File: src/verilog/mem_if_bus_pkg.sv
package mem_if_bus_pkg;

  // **************************************************
  // memory port
  // **************************************************
  typedef logic [15:0] mem_addr_t;  // word address
  typedef logic [63:0] mem_word_t;

  typedef struct packed {
    logic      cyc;
    logic      stb;
    logic      we;
    mem_addr_t adr;
    mem_word_t dat;
  } mem_req_t;

  typedef struct packed {
    logic      ack;
    mem_word_t dat;
  } mem_rsp_t;

  // **************************************************
  // host register port
  // **************************************************
  typedef logic [31:0] reg_data_t;
  typedef logic [2:0]  reg_addr_t;  // register index

  typedef struct packed {
    logic      cyc;
    logic      stb;
    logic      we;
    reg_addr_t adr;
    reg_data_t dat;
  } host_req_t;

  typedef struct packed {
    logic      ack;
    reg_data_t dat;
  } host_rsp_t;

endpackage

File: src/verilog/mem_if_cfg_pkg.sv
package mem_if_cfg_pkg;

  localparam int LANES = 4;      // lanes per memory word

  typedef logic [15:0] lane_t;   // one PE element
  typedef logic [1:0]  shift_t;  // lane rotation
  typedef logic [15:0] word_count_t;

  // register map
  localparam logic [2:0] REG_CTRL    = 3'd0;
  localparam logic [2:0] REG_RD_ADDR = 3'd1;
  localparam logic [2:0] REG_COUNT   = 3'd2;
  localparam logic [2:0] REG_WR_ADDR = 3'd3;
  localparam logic [2:0] REG_SHIFT   = 3'd4;
  localparam logic [2:0] REG_STATUS  = 3'd5;  // read only

  typedef struct packed {
    word_count_t stored;  // words written back
    logic [13:0] rsvd;
    logic        done;
    logic        busy;
  } status_t;

endpackage

File: src/verilog/cfg_regs.sv
`timescale 1ns/10ps

module cfg_regs
  import mem_if_bus_pkg::*, mem_if_cfg_pkg::*;
(
  input  logic        ACLK,
  input  logic        ARESETN,
  input  host_req_t   host_req,
  output host_rsp_t   host_rsp,
  input  word_count_t words_stored,
  input  logic        last_store,
  output mem_addr_t   rd_base,
  output mem_addr_t   wr_base,
  output word_count_t job_len,
  output shift_t      shift,
  output logic        start,
  output logic        busy
);

  reg_data_t ctrl_q;
  reg_data_t rd_addr_q;
  reg_data_t count_q;
  reg_data_t wr_addr_q;
  reg_data_t shift_q;
  reg_data_t rdata_q;
  logic      ack_q;
  logic      ctrl_d;    // bit 0, one cycle late
  logic      toggle_q;  // bit 0 changed
  logic      busy_q;
  logic      done_q;
  logic      access;
  status_t   status;

  // new strobe, not yet answered
  assign access = host_req.cyc && host_req.stb && !ack_q;

  assign status = '{stored: words_stored, rsvd: '0, done: done_q, busy: busy_q};

  always_ff @(posedge ACLK or negedge ARESETN) begin
    if (!ARESETN) begin
      ack_q     <= 1'b0;
      ctrl_q    <= '0;
      rd_addr_q <= '0;
      count_q   <= '0;
      wr_addr_q <= '0;
      shift_q   <= '0;
      ctrl_d    <= 1'b0;
      toggle_q  <= 1'b0;
      busy_q    <= 1'b0;
      done_q    <= 1'b0;
    end else begin
      ack_q <= access;
      if (access && host_req.we) begin
        case (host_req.adr)
          REG_CTRL:    ctrl_q    <= host_req.dat;
          REG_RD_ADDR: rd_addr_q <= host_req.dat;
          REG_COUNT:   count_q   <= host_req.dat;
          REG_WR_ADDR: wr_addr_q <= host_req.dat;
          REG_SHIFT:   shift_q   <= host_req.dat;
          default:     ;  // status and holes
        endcase
      end
      ctrl_d   <= ctrl_q[0];
      toggle_q <= ctrl_q[0] ^ ctrl_d;  // lands one cycle after ack
      if (start) begin
        busy_q <= 1'b1;
        done_q <= 1'b0;
      end else if (last_store) begin
        busy_q <= 1'b0;
        done_q <= 1'b1;
      end
    end
  end

  // read data follows the held address, valid in the ack cycle
  always_ff @(posedge ACLK) begin
    case (host_req.adr)
      REG_CTRL:    rdata_q <= ctrl_q;
      REG_RD_ADDR: rdata_q <= rd_addr_q;
      REG_COUNT:   rdata_q <= count_q;
      REG_WR_ADDR: rdata_q <= wr_addr_q;
      REG_SHIFT:   rdata_q <= shift_q;
      REG_STATUS:  rdata_q <= status;
      default:     rdata_q <= '0;
    endcase
  end

  assign host_rsp = '{ack: ack_q, dat: rdata_q};
  assign rd_base  = mem_addr_t'(rd_addr_q);
  assign wr_base  = mem_addr_t'(wr_addr_q);
  assign job_len  = word_count_t'(count_q);
  assign shift    = shift_t'(shift_q);
  assign start    = toggle_q && !busy_q;  // no restart mid job
  assign busy     = busy_q;

  // every ack answers a strobe seen one cycle earlier
  a_ack_after_stb: assert property (@(posedge ACLK) disable iff (!ARESETN)
    host_rsp.ack |-> $past(host_req.cyc && host_req.stb));

endmodule

File: src/verilog/word_fifo.sv
`timescale 1ns/10ps

module word_fifo
  import mem_if_bus_pkg::*;
#(
  parameter int BUF_DEPTH_LOG2 = 3
) (
  input  logic      ACLK,
  input  logic      ARESETN,
  input  logic      push,
  input  mem_word_t push_data,
  input  logic      pop,
  output mem_word_t front,
  output logic      empty,
  output logic      full
);

  localparam int DEPTH = 1 << BUF_DEPTH_LOG2;

  mem_word_t                 mem [DEPTH];
  logic [BUF_DEPTH_LOG2-1:0] wr_ptr;
  logic [BUF_DEPTH_LOG2-1:0] rd_ptr;
  logic [BUF_DEPTH_LOG2:0]   count;  // occupancy, 0 to DEPTH

  always_ff @(posedge ACLK) begin
    if (push)
      mem[wr_ptr] <= push_data;
  end

  always_ff @(posedge ACLK or negedge ARESETN) begin
    if (!ARESETN) begin
      wr_ptr <= '0;
      rd_ptr <= '0;
      count  <= '0;
    end else begin
      if (push)
        wr_ptr <= wr_ptr + 1'b1;  // pointers wrap
      if (pop)
        rd_ptr <= rd_ptr + 1'b1;
      case ({push, pop})
        2'b10:   count <= count + 1'b1;
        2'b01:   count <= count - 1'b1;
        default: ;
      endcase
    end
  end

  assign front = mem[rd_ptr];
  assign empty = (count == '0);
  assign full  = count[BUF_DEPTH_LOG2];  // msb only set at DEPTH

  a_no_push_full: assert property (@(posedge ACLK) disable iff (!ARESETN)
    push |-> !full);
  a_no_pop_empty: assert property (@(posedge ACLK) disable iff (!ARESETN)
    pop |-> !empty);

endmodule

File: src/verilog/fetch_engine.sv
`timescale 1ns/10ps

module fetch_engine
  import mem_if_bus_pkg::*, mem_if_cfg_pkg::*;
(
  input  logic        ACLK,
  input  logic        ARESETN,
  input  logic        start,
  input  mem_addr_t   rd_base,
  input  word_count_t job_len,
  output mem_req_t    bus_req,
  input  mem_rsp_t    bus_rsp,
  input  logic        buf_full,
  output logic        buf_push,
  output mem_word_t   buf_data
);

  typedef enum logic [1:0] {idle, request, wait_ack} fetch_state_t;

  fetch_state_t state;
  mem_addr_t    addr_q;
  word_count_t  remain_q;  // words still to read
  logic         in_cycle;

  assign in_cycle = (state == wait_ack);

  always_ff @(posedge ACLK or negedge ARESETN) begin
    if (!ARESETN) begin
      state    <= idle;
      addr_q   <= '0;
      remain_q <= '0;
    end else begin
      case (state)
        idle: begin
          if (start) begin
            addr_q   <= rd_base;
            remain_q <= job_len;
            state    <= request;
          end
        end
        request: begin
          if (remain_q == '0)
            state <= idle;
          else if (!buf_full)  // room is kept, only this side pushes
            state <= wait_ack;
        end
        wait_ack: begin
          if (bus_rsp.ack) begin
            addr_q   <= addr_q + 1'b1;
            remain_q <= remain_q - 1'b1;
            state    <= request;
          end
        end
        default: state <= idle;
      endcase
    end
  end

  assign bus_req  = '{cyc: in_cycle, stb: in_cycle, we: 1'b0, adr: addr_q, dat: '0};
  assign buf_push = in_cycle && bus_rsp.ack;
  assign buf_data = bus_rsp.dat;

  // the read stays on the bus until the arbiter routes its ack back
  a_stb_hold: assert property (@(posedge ACLK) disable iff (!ARESETN)
    bus_req.stb && !bus_rsp.ack |=> bus_req.stb);

endmodule

File: src/verilog/lane_shifter.sv
`timescale 1ns/10ps

module lane_shifter
  import mem_if_bus_pkg::*, mem_if_cfg_pkg::*;
(
  input  logic      ACLK,
  input  logic      ARESETN,
  input  shift_t    shift,
  input  logic      buf_empty,
  output logic      buf_pop,
  input  mem_word_t buf_front,
  output mem_word_t pe_data,
  output logic      pe_valid,
  input  logic      pe_ready
);

  localparam int LANE_W = $bits(lane_t);

  // out lane i takes in lane (i + s) mod LANES, lane 0 at the bottom
  function automatic mem_word_t rotate(mem_word_t w, shift_t s);
    mem_word_t r;
    lane_t     l;
    r = '0;
    for (int i = 0; i < LANES; i++) begin
      l = w[((i + s) % LANES) * LANE_W +: LANE_W];
      r[i * LANE_W +: LANE_W] = l;
    end
    return r;
  endfunction

  // refill when empty or drained this cycle
  assign buf_pop = !buf_empty && (!pe_valid || pe_ready);

  always_ff @(posedge ACLK or negedge ARESETN) begin
    if (!ARESETN)
      pe_valid <= 1'b0;
    else if (buf_pop)
      pe_valid <= 1'b1;
    else if (pe_ready)
      pe_valid <= 1'b0;
  end

  always_ff @(posedge ACLK) begin
    if (buf_pop)
      pe_data <= rotate(buf_front, shift);  // holds while stalled
  end

endmodule

File: src/verilog/store_engine.sv
`timescale 1ns/10ps

module store_engine
  import mem_if_bus_pkg::*, mem_if_cfg_pkg::*;
(
  input  logic        ACLK,
  input  logic        ARESETN,
  input  logic        start,
  input  mem_addr_t   wr_base,
  input  word_count_t job_len,
  input  logic        buf_empty,
  output logic        buf_pop,
  input  mem_word_t   buf_front,
  output mem_req_t    bus_req,
  input  mem_rsp_t    bus_rsp,
  output word_count_t words_stored,
  output logic        last_store
);

  typedef enum logic [1:0] {idle, request, wait_ack} store_state_t;

  store_state_t state;
  mem_addr_t    base_q;
  word_count_t  len_q;
  word_count_t  count_q;  // words acked so far
  mem_addr_t    wr_adr;
  logic         in_cycle;
  logic         acked;

  assign in_cycle = (state == wait_ack);
  assign acked    = in_cycle && bus_rsp.ack;
  assign wr_adr   = base_q + count_q;

  always_ff @(posedge ACLK or negedge ARESETN) begin
    if (!ARESETN) begin
      state   <= idle;
      base_q  <= '0;
      len_q   <= '0;
      count_q <= '0;
    end else begin
      case (state)
        idle: begin
          if (start) begin
            base_q  <= wr_base;
            len_q   <= job_len;
            count_q <= '0;
            state   <= request;
          end
        end
        request: begin
          if (count_q == len_q)
            state <= idle;
          else if (!buf_empty)
            state <= wait_ack;
        end
        wait_ack: begin
          if (bus_rsp.ack) begin
            count_q <= count_q + 1'b1;
            state   <= request;
          end
        end
        default: state <= idle;
      endcase
    end
  end

  // front word stays put until the write is acked
  assign bus_req = '{cyc: in_cycle, stb: in_cycle, we: in_cycle, adr: wr_adr,
                     dat: buf_front};

  assign buf_pop      = acked;
  assign words_stored = count_q;
  assign last_store   = acked && (count_q + 1'b1 == len_q);

endmodule

File: src/verilog/mem_arbiter.sv
`timescale 1ns/10ps

module mem_arbiter
  import mem_if_bus_pkg::*;
(
  input  logic     ACLK,
  input  logic     ARESETN,
  input  mem_req_t fetch_req,
  output mem_rsp_t fetch_rsp,
  input  mem_req_t store_req,
  output mem_rsp_t store_rsp,
  output mem_req_t mem_req,
  input  mem_rsp_t mem_rsp
);

  logic held_q;     // bus had a cycle last clock
  logic owner_q;    // 1 = store, current or last owner
  logic owner_cyc;
  logic grant;

  assign owner_cyc = owner_q ? store_req.cyc : fetch_req.cyc;

  always_comb begin
    if (held_q && owner_cyc)
      grant = owner_q;  // keep until cyc drops
    else if (fetch_req.cyc && store_req.cyc)
      grant = !owner_q;  // both waiting, take turns
    else
      grant = store_req.cyc;
  end

  always_ff @(posedge ACLK or negedge ARESETN) begin
    if (!ARESETN) begin
      held_q  <= 1'b0;
      owner_q <= 1'b0;
    end else begin
      held_q <= mem_req.cyc;
      if (mem_req.cyc)
        owner_q <= grant;
    end
  end

  assign mem_req   = grant ? store_req : fetch_req;
  assign fetch_rsp = '{ack: mem_rsp.ack && !grant, dat: mem_rsp.dat};
  assign store_rsp = '{ack: mem_rsp.ack && grant, dat: mem_rsp.dat};

  a_ack_needs_cyc: assert property (@(posedge ACLK) disable iff (!ARESETN)
    mem_rsp.ack |-> mem_req.cyc);

endmodule

File: src/verilog/mem_interface.sv
`timescale 1ns/10ps

module mem_interface
  import mem_if_bus_pkg::*, mem_if_cfg_pkg::*;
#(
  parameter int BUF_DEPTH_LOG2 = 3
) (
  input  logic      ACLK,
  input  logic      ARESETN,
  input  host_req_t host_req,
  output host_rsp_t host_rsp,
  output mem_req_t  mem_req,
  input  mem_rsp_t  mem_rsp,
  output mem_word_t pe_data,
  output logic      pe_valid,
  input  logic      pe_ready,
  input  mem_word_t res_data,
  input  logic      res_valid,
  output logic      res_ready
);

  mem_addr_t   rd_base;
  mem_addr_t   wr_base;
  word_count_t job_len;
  shift_t      shift;
  logic        start;
  word_count_t words_stored;
  logic        last_store;
  mem_req_t    fetch_req;
  mem_rsp_t    fetch_rsp;
  mem_req_t    store_req;
  mem_rsp_t    store_rsp;
  logic        rd_push;
  mem_word_t   rd_data;
  logic        rd_pop;
  mem_word_t   rd_front;
  logic        rd_empty;
  logic        rd_full;
  logic        wr_push;
  logic        wr_pop;
  mem_word_t   wr_front;
  logic        wr_empty;
  logic        wr_full;

  assign wr_push   = res_valid && res_ready;
  assign res_ready = !wr_full;

  // **************************************************
  // host registers
  // **************************************************
  cfg_regs u_cfg_regs (
    .ACLK         (ACLK),
    .ARESETN      (ARESETN),
    .host_req     (host_req),
    .host_rsp     (host_rsp),
    .words_stored (words_stored),
    .last_store   (last_store),
    .rd_base      (rd_base),
    .wr_base      (wr_base),
    .job_len      (job_len),
    .shift        (shift),
    .start        (start),
    .busy         ()           // seen through status
  );

  // **************************************************
  // read path, memory to PE array
  // **************************************************
  fetch_engine u_fetch (
    .ACLK     (ACLK),
    .ARESETN  (ARESETN),
    .start    (start),
    .rd_base  (rd_base),
    .job_len  (job_len),
    .bus_req  (fetch_req),
    .bus_rsp  (fetch_rsp),
    .buf_full (rd_full),
    .buf_push (rd_push),
    .buf_data (rd_data)
  );

  word_fifo #(.BUF_DEPTH_LOG2(BUF_DEPTH_LOG2)) u_rd_buf (
    .ACLK      (ACLK),
    .ARESETN   (ARESETN),
    .push      (rd_push),
    .push_data (rd_data),
    .pop       (rd_pop),
    .front     (rd_front),
    .empty     (rd_empty),
    .full      (rd_full)
  );

  lane_shifter u_shifter (
    .ACLK      (ACLK),
    .ARESETN   (ARESETN),
    .shift     (shift),
    .buf_empty (rd_empty),
    .buf_pop   (rd_pop),
    .buf_front (rd_front),
    .pe_data   (pe_data),
    .pe_valid  (pe_valid),
    .pe_ready  (pe_ready)
  );

  // **************************************************
  // write path, results back to memory
  // **************************************************
  word_fifo #(.BUF_DEPTH_LOG2(BUF_DEPTH_LOG2)) u_wr_buf (
    .ACLK      (ACLK),
    .ARESETN   (ARESETN),
    .push      (wr_push),
    .push_data (res_data),
    .pop       (wr_pop),
    .front     (wr_front),
    .empty     (wr_empty),
    .full      (wr_full)
  );

  store_engine u_store (
    .ACLK         (ACLK),
    .ARESETN      (ARESETN),
    .start        (start),
    .wr_base      (wr_base),
    .job_len      (job_len),
    .buf_empty    (wr_empty),
    .buf_pop      (wr_pop),
    .buf_front    (wr_front),
    .bus_req      (store_req),
    .bus_rsp      (store_rsp),
    .words_stored (words_stored),
    .last_store   (last_store)
  );

  mem_arbiter u_arbiter (
    .ACLK      (ACLK),
    .ARESETN   (ARESETN),
    .fetch_req (fetch_req),
    .fetch_rsp (fetch_rsp),
    .store_req (store_req),
    .store_rsp (store_rsp),
    .mem_req   (mem_req),
    .mem_rsp   (mem_rsp)
  );

endmodule

File: config.mk
export PLATFORM = sky130hd
export DESIGN_NAME = mem_interface
export DESIGN_NICKNAME = d
export VERILOG_FILES = /design/src/verilog/mem_if_bus_pkg.sv /design/src/verilog/mem_if_cfg_pkg.sv /design/src/verilog/cfg_regs.sv /design/src/verilog/word_fifo.sv /design/src/verilog/fetch_engine.sv /design/src/verilog/lane_shifter.sv /design/src/verilog/store_engine.sv /design/src/verilog/mem_arbiter.sv /design/src/verilog/mem_interface.sv
export SDC_FILE = /design/constraint.sdc
export NUM_CORES = 2
export LEC_CHECK = 0
export BUFFER_PORTS_ARGS = -buffer_cell sky130_fd_sc_hd__clkbuf_2
export CAP_MARGIN = 0
export CORE_MARGIN = 5
export CORE_UTILIZATION = 40
export CTS_CLUSTER_DIAMETER = 100
export DETAILED_ROUTE_END_ITERATION = 8
export GPL_ROUTABILITY_DRIVEN = 0
export PLACE_DENSITY_LB_ADDON = 0.25
export SLEW_MARGIN = 10
export SYNTH_ARGS = -nofsm -noshare
export SYNTH_HDL_FRONTEND = slang
export SYNTH_HIERARCHICAL = 1
export SYNTH_SLANG_ARGS = --single-unit
File: constraint.sdc
create_clock -name ACLK -period 10.2 [get_ports ACLK]
set_input_delay 2.04 -clock ACLK [delete_from_list [all_inputs] [get_ports ACLK]]
set_output_delay 2.04 -clock ACLK [all_outputs]
set_load 0.02 [all_outputs]
======== After elaboration in Yosys (flattened, before gate mapping) ========
Memory sizes are Yosys's and may differ from the RTL's.
Index checks and enable logic that the tools add are counted.
operators by class
  $add $sub $neg .......................... 15
  multipliers ............................. 0
  div/mod/pow operators ................... 0
  $lt $le $gt $ge ......................... 0
  eq/ne operators ......................... 21
  shifts and indexed selects .............. 4
  muxes and demuxes ....................... 35
  bitwise gates (word level) .............. 1
  reductions and logical operators ........ 43
operators with widths
  kind                   number
  $shiftx 64x7->16       4
  $pmux 32 s6            1
  $mux 16                6
  $pmux 16 s2            3
  $mux 83                1
  $add 16x1->16 const B  2
  $eq 16x16->1           2
  $add 16x16->16         1
  $logic_not 16->1       1
  $pmux 4 s2             2
  $sub 16x1->16 const B  1
  $mux 2                 7
  $logic_and 1x1->1      13
  $mux 1                 13
  $add 3x1->3 const B    4
  $pmux 2 s3             2
  $reduce_and 2->1       6
  $reduce_and 3->1       4
  $reduce_bool 2->1      6
  $add 4x1->4 const B    2
  $eq 2x1->1 const B     4
  $eq 2x2->1 const B     4
  $logic_not 4->1        2
  $sub 4x1->4 const B    2
  other kinds (13)       26
word-level totals
  register bits after elaboration ......... 368
  latch bits .............................. 0
  memory bits (writable) .................. 1024
  bits in read-only memories .............. 0
  input port bits ......................... 171
  output and inout bits ................... 182
  logic and storage cells ................. 149
  memories kept ........................... 2
memories
  name          depth  width  rd ports  clocked after memory_dff  write ports  RTL line         text
  u_rd_buf.mem  8      64     1         0                         1            word_fifo.sv:20  mem_word_t mem [DEPTH];
  u_wr_buf.mem  8      64     1         0                         1            word_fifo.sv:20

======== Logic depth before layout (Yosys ltp) ========
  depth after elaboration ................. 9
  depth in mapped cells ................... 22
  mapped depth without buffers ............ 15

======== Cells and area by module ========
The synthesis kept the hierarchy.
by module, submodules not included
  module         instances  cells each  area an instance (um^2)  seq. area each (um^2)
  word_fifo      2          792         19759.0                  15625.0
  cfg_regs       1          659         8869.8                   4769.6
  store_engine   1          479         3897.5                   1251.2
  lane_shifter   1          147         3622.2                   1946.9
  fetch_engine   1          394         3163.0                   850.8
  mem_arbiter    1          232         2082.0                   50.0
  mem_interface  1          2           10.0                     0.0

======== Worst setup path after synthesis ========
Ideal clock, no wire load.
  kind .................................... input to register
  from .................................... input mem_rsp[64] (netlist name)
  to ...................................... memory u_rd_buf/mem[1][0] (netlist name), enable pin
  setup time .............................. 565 ps
  arrival time ............................ 7085 ps
  data required time ...................... 9635 ps
  setup slack ............................. 2551 ps
  cell stages on the path ................. 5
  path buffers ............................ 0
  path through ............................ and2_1 inv_1 nor2_1 nand2_1 nor3_1
on the way
  cells in the longest elaborated chain, start to end .. 4
ends and longest elaborated chain
  element                       RTL line             text
  start, declared               mem_interface.sv:13  input mem_rsp_t mem_rsp,
  $logic_and 1x1->1             mem_arbiter.sv:44    assign fetch_rsp = '{ack: mem_rsp.ack && !grant, dat: mem_rsp.dat};
  $logic_and 1x1->1             fetch_engine.sv:60   assign buf_push = in_cycle && bus_rsp.ack;
  via rd_push                   mem_interface.sv:33  logic rd_push;
  $mux 1                        word_fifo.sv:26      if (push)
  $mux 1 (not written as such)  word_fifo.sv:27      mem[wr_ptr] <= push_data;
  end, declared                 word_fifo.sv:20
The timed path passes the listed nets, and every way through them passes these cells.

==> metrics.yaml <==
root_buffer: "clkbuf_16"
skew_ns: 0.05999
mostFrequentLayoutCells: "edfxtp_1 (1088), clkbuf_2 (349), mux2_2 (324)"
grt_max_degree: 145
ctsHtreeMaxLevel: 4
cts_tree: "done"
post-cts-setup-buffer-count: 0
reg2reg_from: "u_fetch/state[0]"
drtAntennaViolNets: 0
setup-tns-final_ns: 0
viasPerCell: 5.310
rows: 143
hp-class: "reg -> reg"
drt-total-wl_mm: 141.7
cp_data_required_time_ns: 8.16
cp.buffers_inverters: 3
ctsResizeCount: 0
post-place-ws_ns: 4.430
fin_cells: 5736
finalHoldViolCount: 0
syn_area_um2: 60680
finalPower_mw: 15.52
avgSynthCellArea_um2: 17.68
antenna_found_initial: 30
nNetsFinal: 3769
grt_remaining_overflow: 0
drive_gt1_frac: 0.3609
wl_per_cell_um: 24.70
clkSinkCount: 1392
dr.pass1.iters: 5
max_freq_mhz: 154.7
setup_viol: 0
leakagePower_nw: 24.03
r2r_slack_ns: 5.38
die_width_um: 399.5
setup_slack_ns: 3.736
hp-start: "u_cfg_regs/ctrl_d"
hold_buffers: 0
drt-initial-drc-count: 2142
cts_made_buffers: 150
syn_inst: 3433
worst_ep_arrival_time_ns: 4.42
initial_core_util: 0.4009
final_common_cell: "edfxtp_1"
worst_r2r_path_depth: 11
die_area_um2: 159600
hold_end: "u_cfg_regs/toggle_q"
rr_endpoint: "u_rd_buf/mem[7][1]"
clock_latency_ns: 0.79
crit_family: "buffers and inverters"
rsz0062_at_grt: "false"
worstPathCellList: "buf_4, buf_4, mux4_2, mux2_2, mux2_1, clkbuf_2"
ios: 353
tightestPinTransition_ns: 1.154
period_needed_ns: 6.464
cap_violations: 0
dp_hpwl_mm: 85.55
crit_fanout: 37
ys_warn_count: 6
powerDensity_nw_per_um2: 230.5
clockBufferDepth: 3
relSlewSlack: 0.2307
clkTransAtPathRegs_ns: 0.06
startpoint_type: "flip-flop"
holdPathStages: 1
die_height_um: 399.5
track_usage: 0.1765
slowest_delay_ns: 0.90
nFillCells: 13210
drc: 0
crit_type: "reg -> out"
vdd_ir_drop_max_mv: 0.2177
status: "finished, final reports clean"
core_um2: 151400
dp_cells: 5447
portBuffers: 352
grt_pass1_wl_mm: 208.4
vias: 30460
cp-end-kind: "output pin"
slew_viol_final: 0
syn2layout_area_growth_pct: 10.92
cp_slowest_cell: "dfrtp_4"
grt_pass1_vias: 30830
fin_crit_sh: 0.6337
cp_common_cell: "buf_4"
-- layout make-up --
cell class / instances / area [um2] / area share
well taps: 2030 / 2540 / 0.03774
multi-input cells: 1596 / 17390 / 0.2584
inverters: 23 / 86.33 / 0.001283
diodes: 15 / 37.54 / 0.0005577
repair buffers: 406 / 2205 / 0.03275
flip-flops and latches: 1392 / 40150 / 0.5965
clock buffers: 200 / 4043 / 0.06006
clock inverters: 74 / 857.1 / 0.01273
-- worst register-to-register path: stages (launching register included) --
cell	delay (ns)
dfrtp_1	0.49
nand2b_1	0.24
inv_2	0.08
inv_1	0.06
o21ai_4	0.13
buf_4	0.35
and2_1	0.28
inv_1	0.12
nor2_1	0.75
nand2_1	0.43
nor2_4	0.55
buf_4	0.87
-- sequential cells by signal, summed over array words and instances (netlist names), 16 cells and up --
name,count
u_wr_buf/mem,512
u_cfg_regs/rd_addr_q,32
u_cfg_regs/shift_q,32
u_cfg_regs/count_q,32
u_cfg_regs/rdata_q,32
u_rd_buf/mem,512
u_cfg_regs/wr_addr_q,32
u_store/base_q,16
u_fetch/remain_q,16
u_cfg_regs/ctrl_q,32
u_store/words_stored,16
u_fetch/addr_q,16
u_shifter/pe_data,64
u_store/len_q,16
-- per-stage QoR --
stage,area (um2),hold slack [ns],utilization
floorplan,60920,0.3993,-
global placement,62370,0.4192,0.4121
detailed placement,62370,0.4253,0.4121
CTS,67270,0.4354,0.4444
global route,67280,0.4430,0.4445
finish,67310,0.4298,0.4447
-- report_power, final --
group          internal [mW]  switching (mW)
Combinational           1.39            1.63
Sequential              6.79           0.360
Clock                   3.08            2.27
Total                   11.3            4.25
-- worst max-delay path by stage --
stage,from,end,slack (ns),cells past startpoint
after global placement,u_wr_buf/rd_ptr[0],mem_req[57],4.44,6
after detailed placement,u_wr_buf/rd_ptr[0],mem_req[63],4.43,6
after global routing,u_wr_buf/rd_ptr[0],mem_req[60],3.28,6
final,u_wr_buf/rd_ptr[0],mem_req[35],3.74,6
after floorplan,mem_rsp[64],u_rd_buf/mem[1][0],2.55,5
after CTS,u_wr_buf/rd_ptr[0],mem_req[63],3.54,6
-- routing by layer --
metal,global-route usage,wire [um],vias up
met5,0,99,-
met4,0.04843,3343,14
met3,0.05230,10410,204
met2,0.2807,67500,833
met1,0.2377,60310,15990
li1,-,-,13420
(Power assumes the default switching activity.)
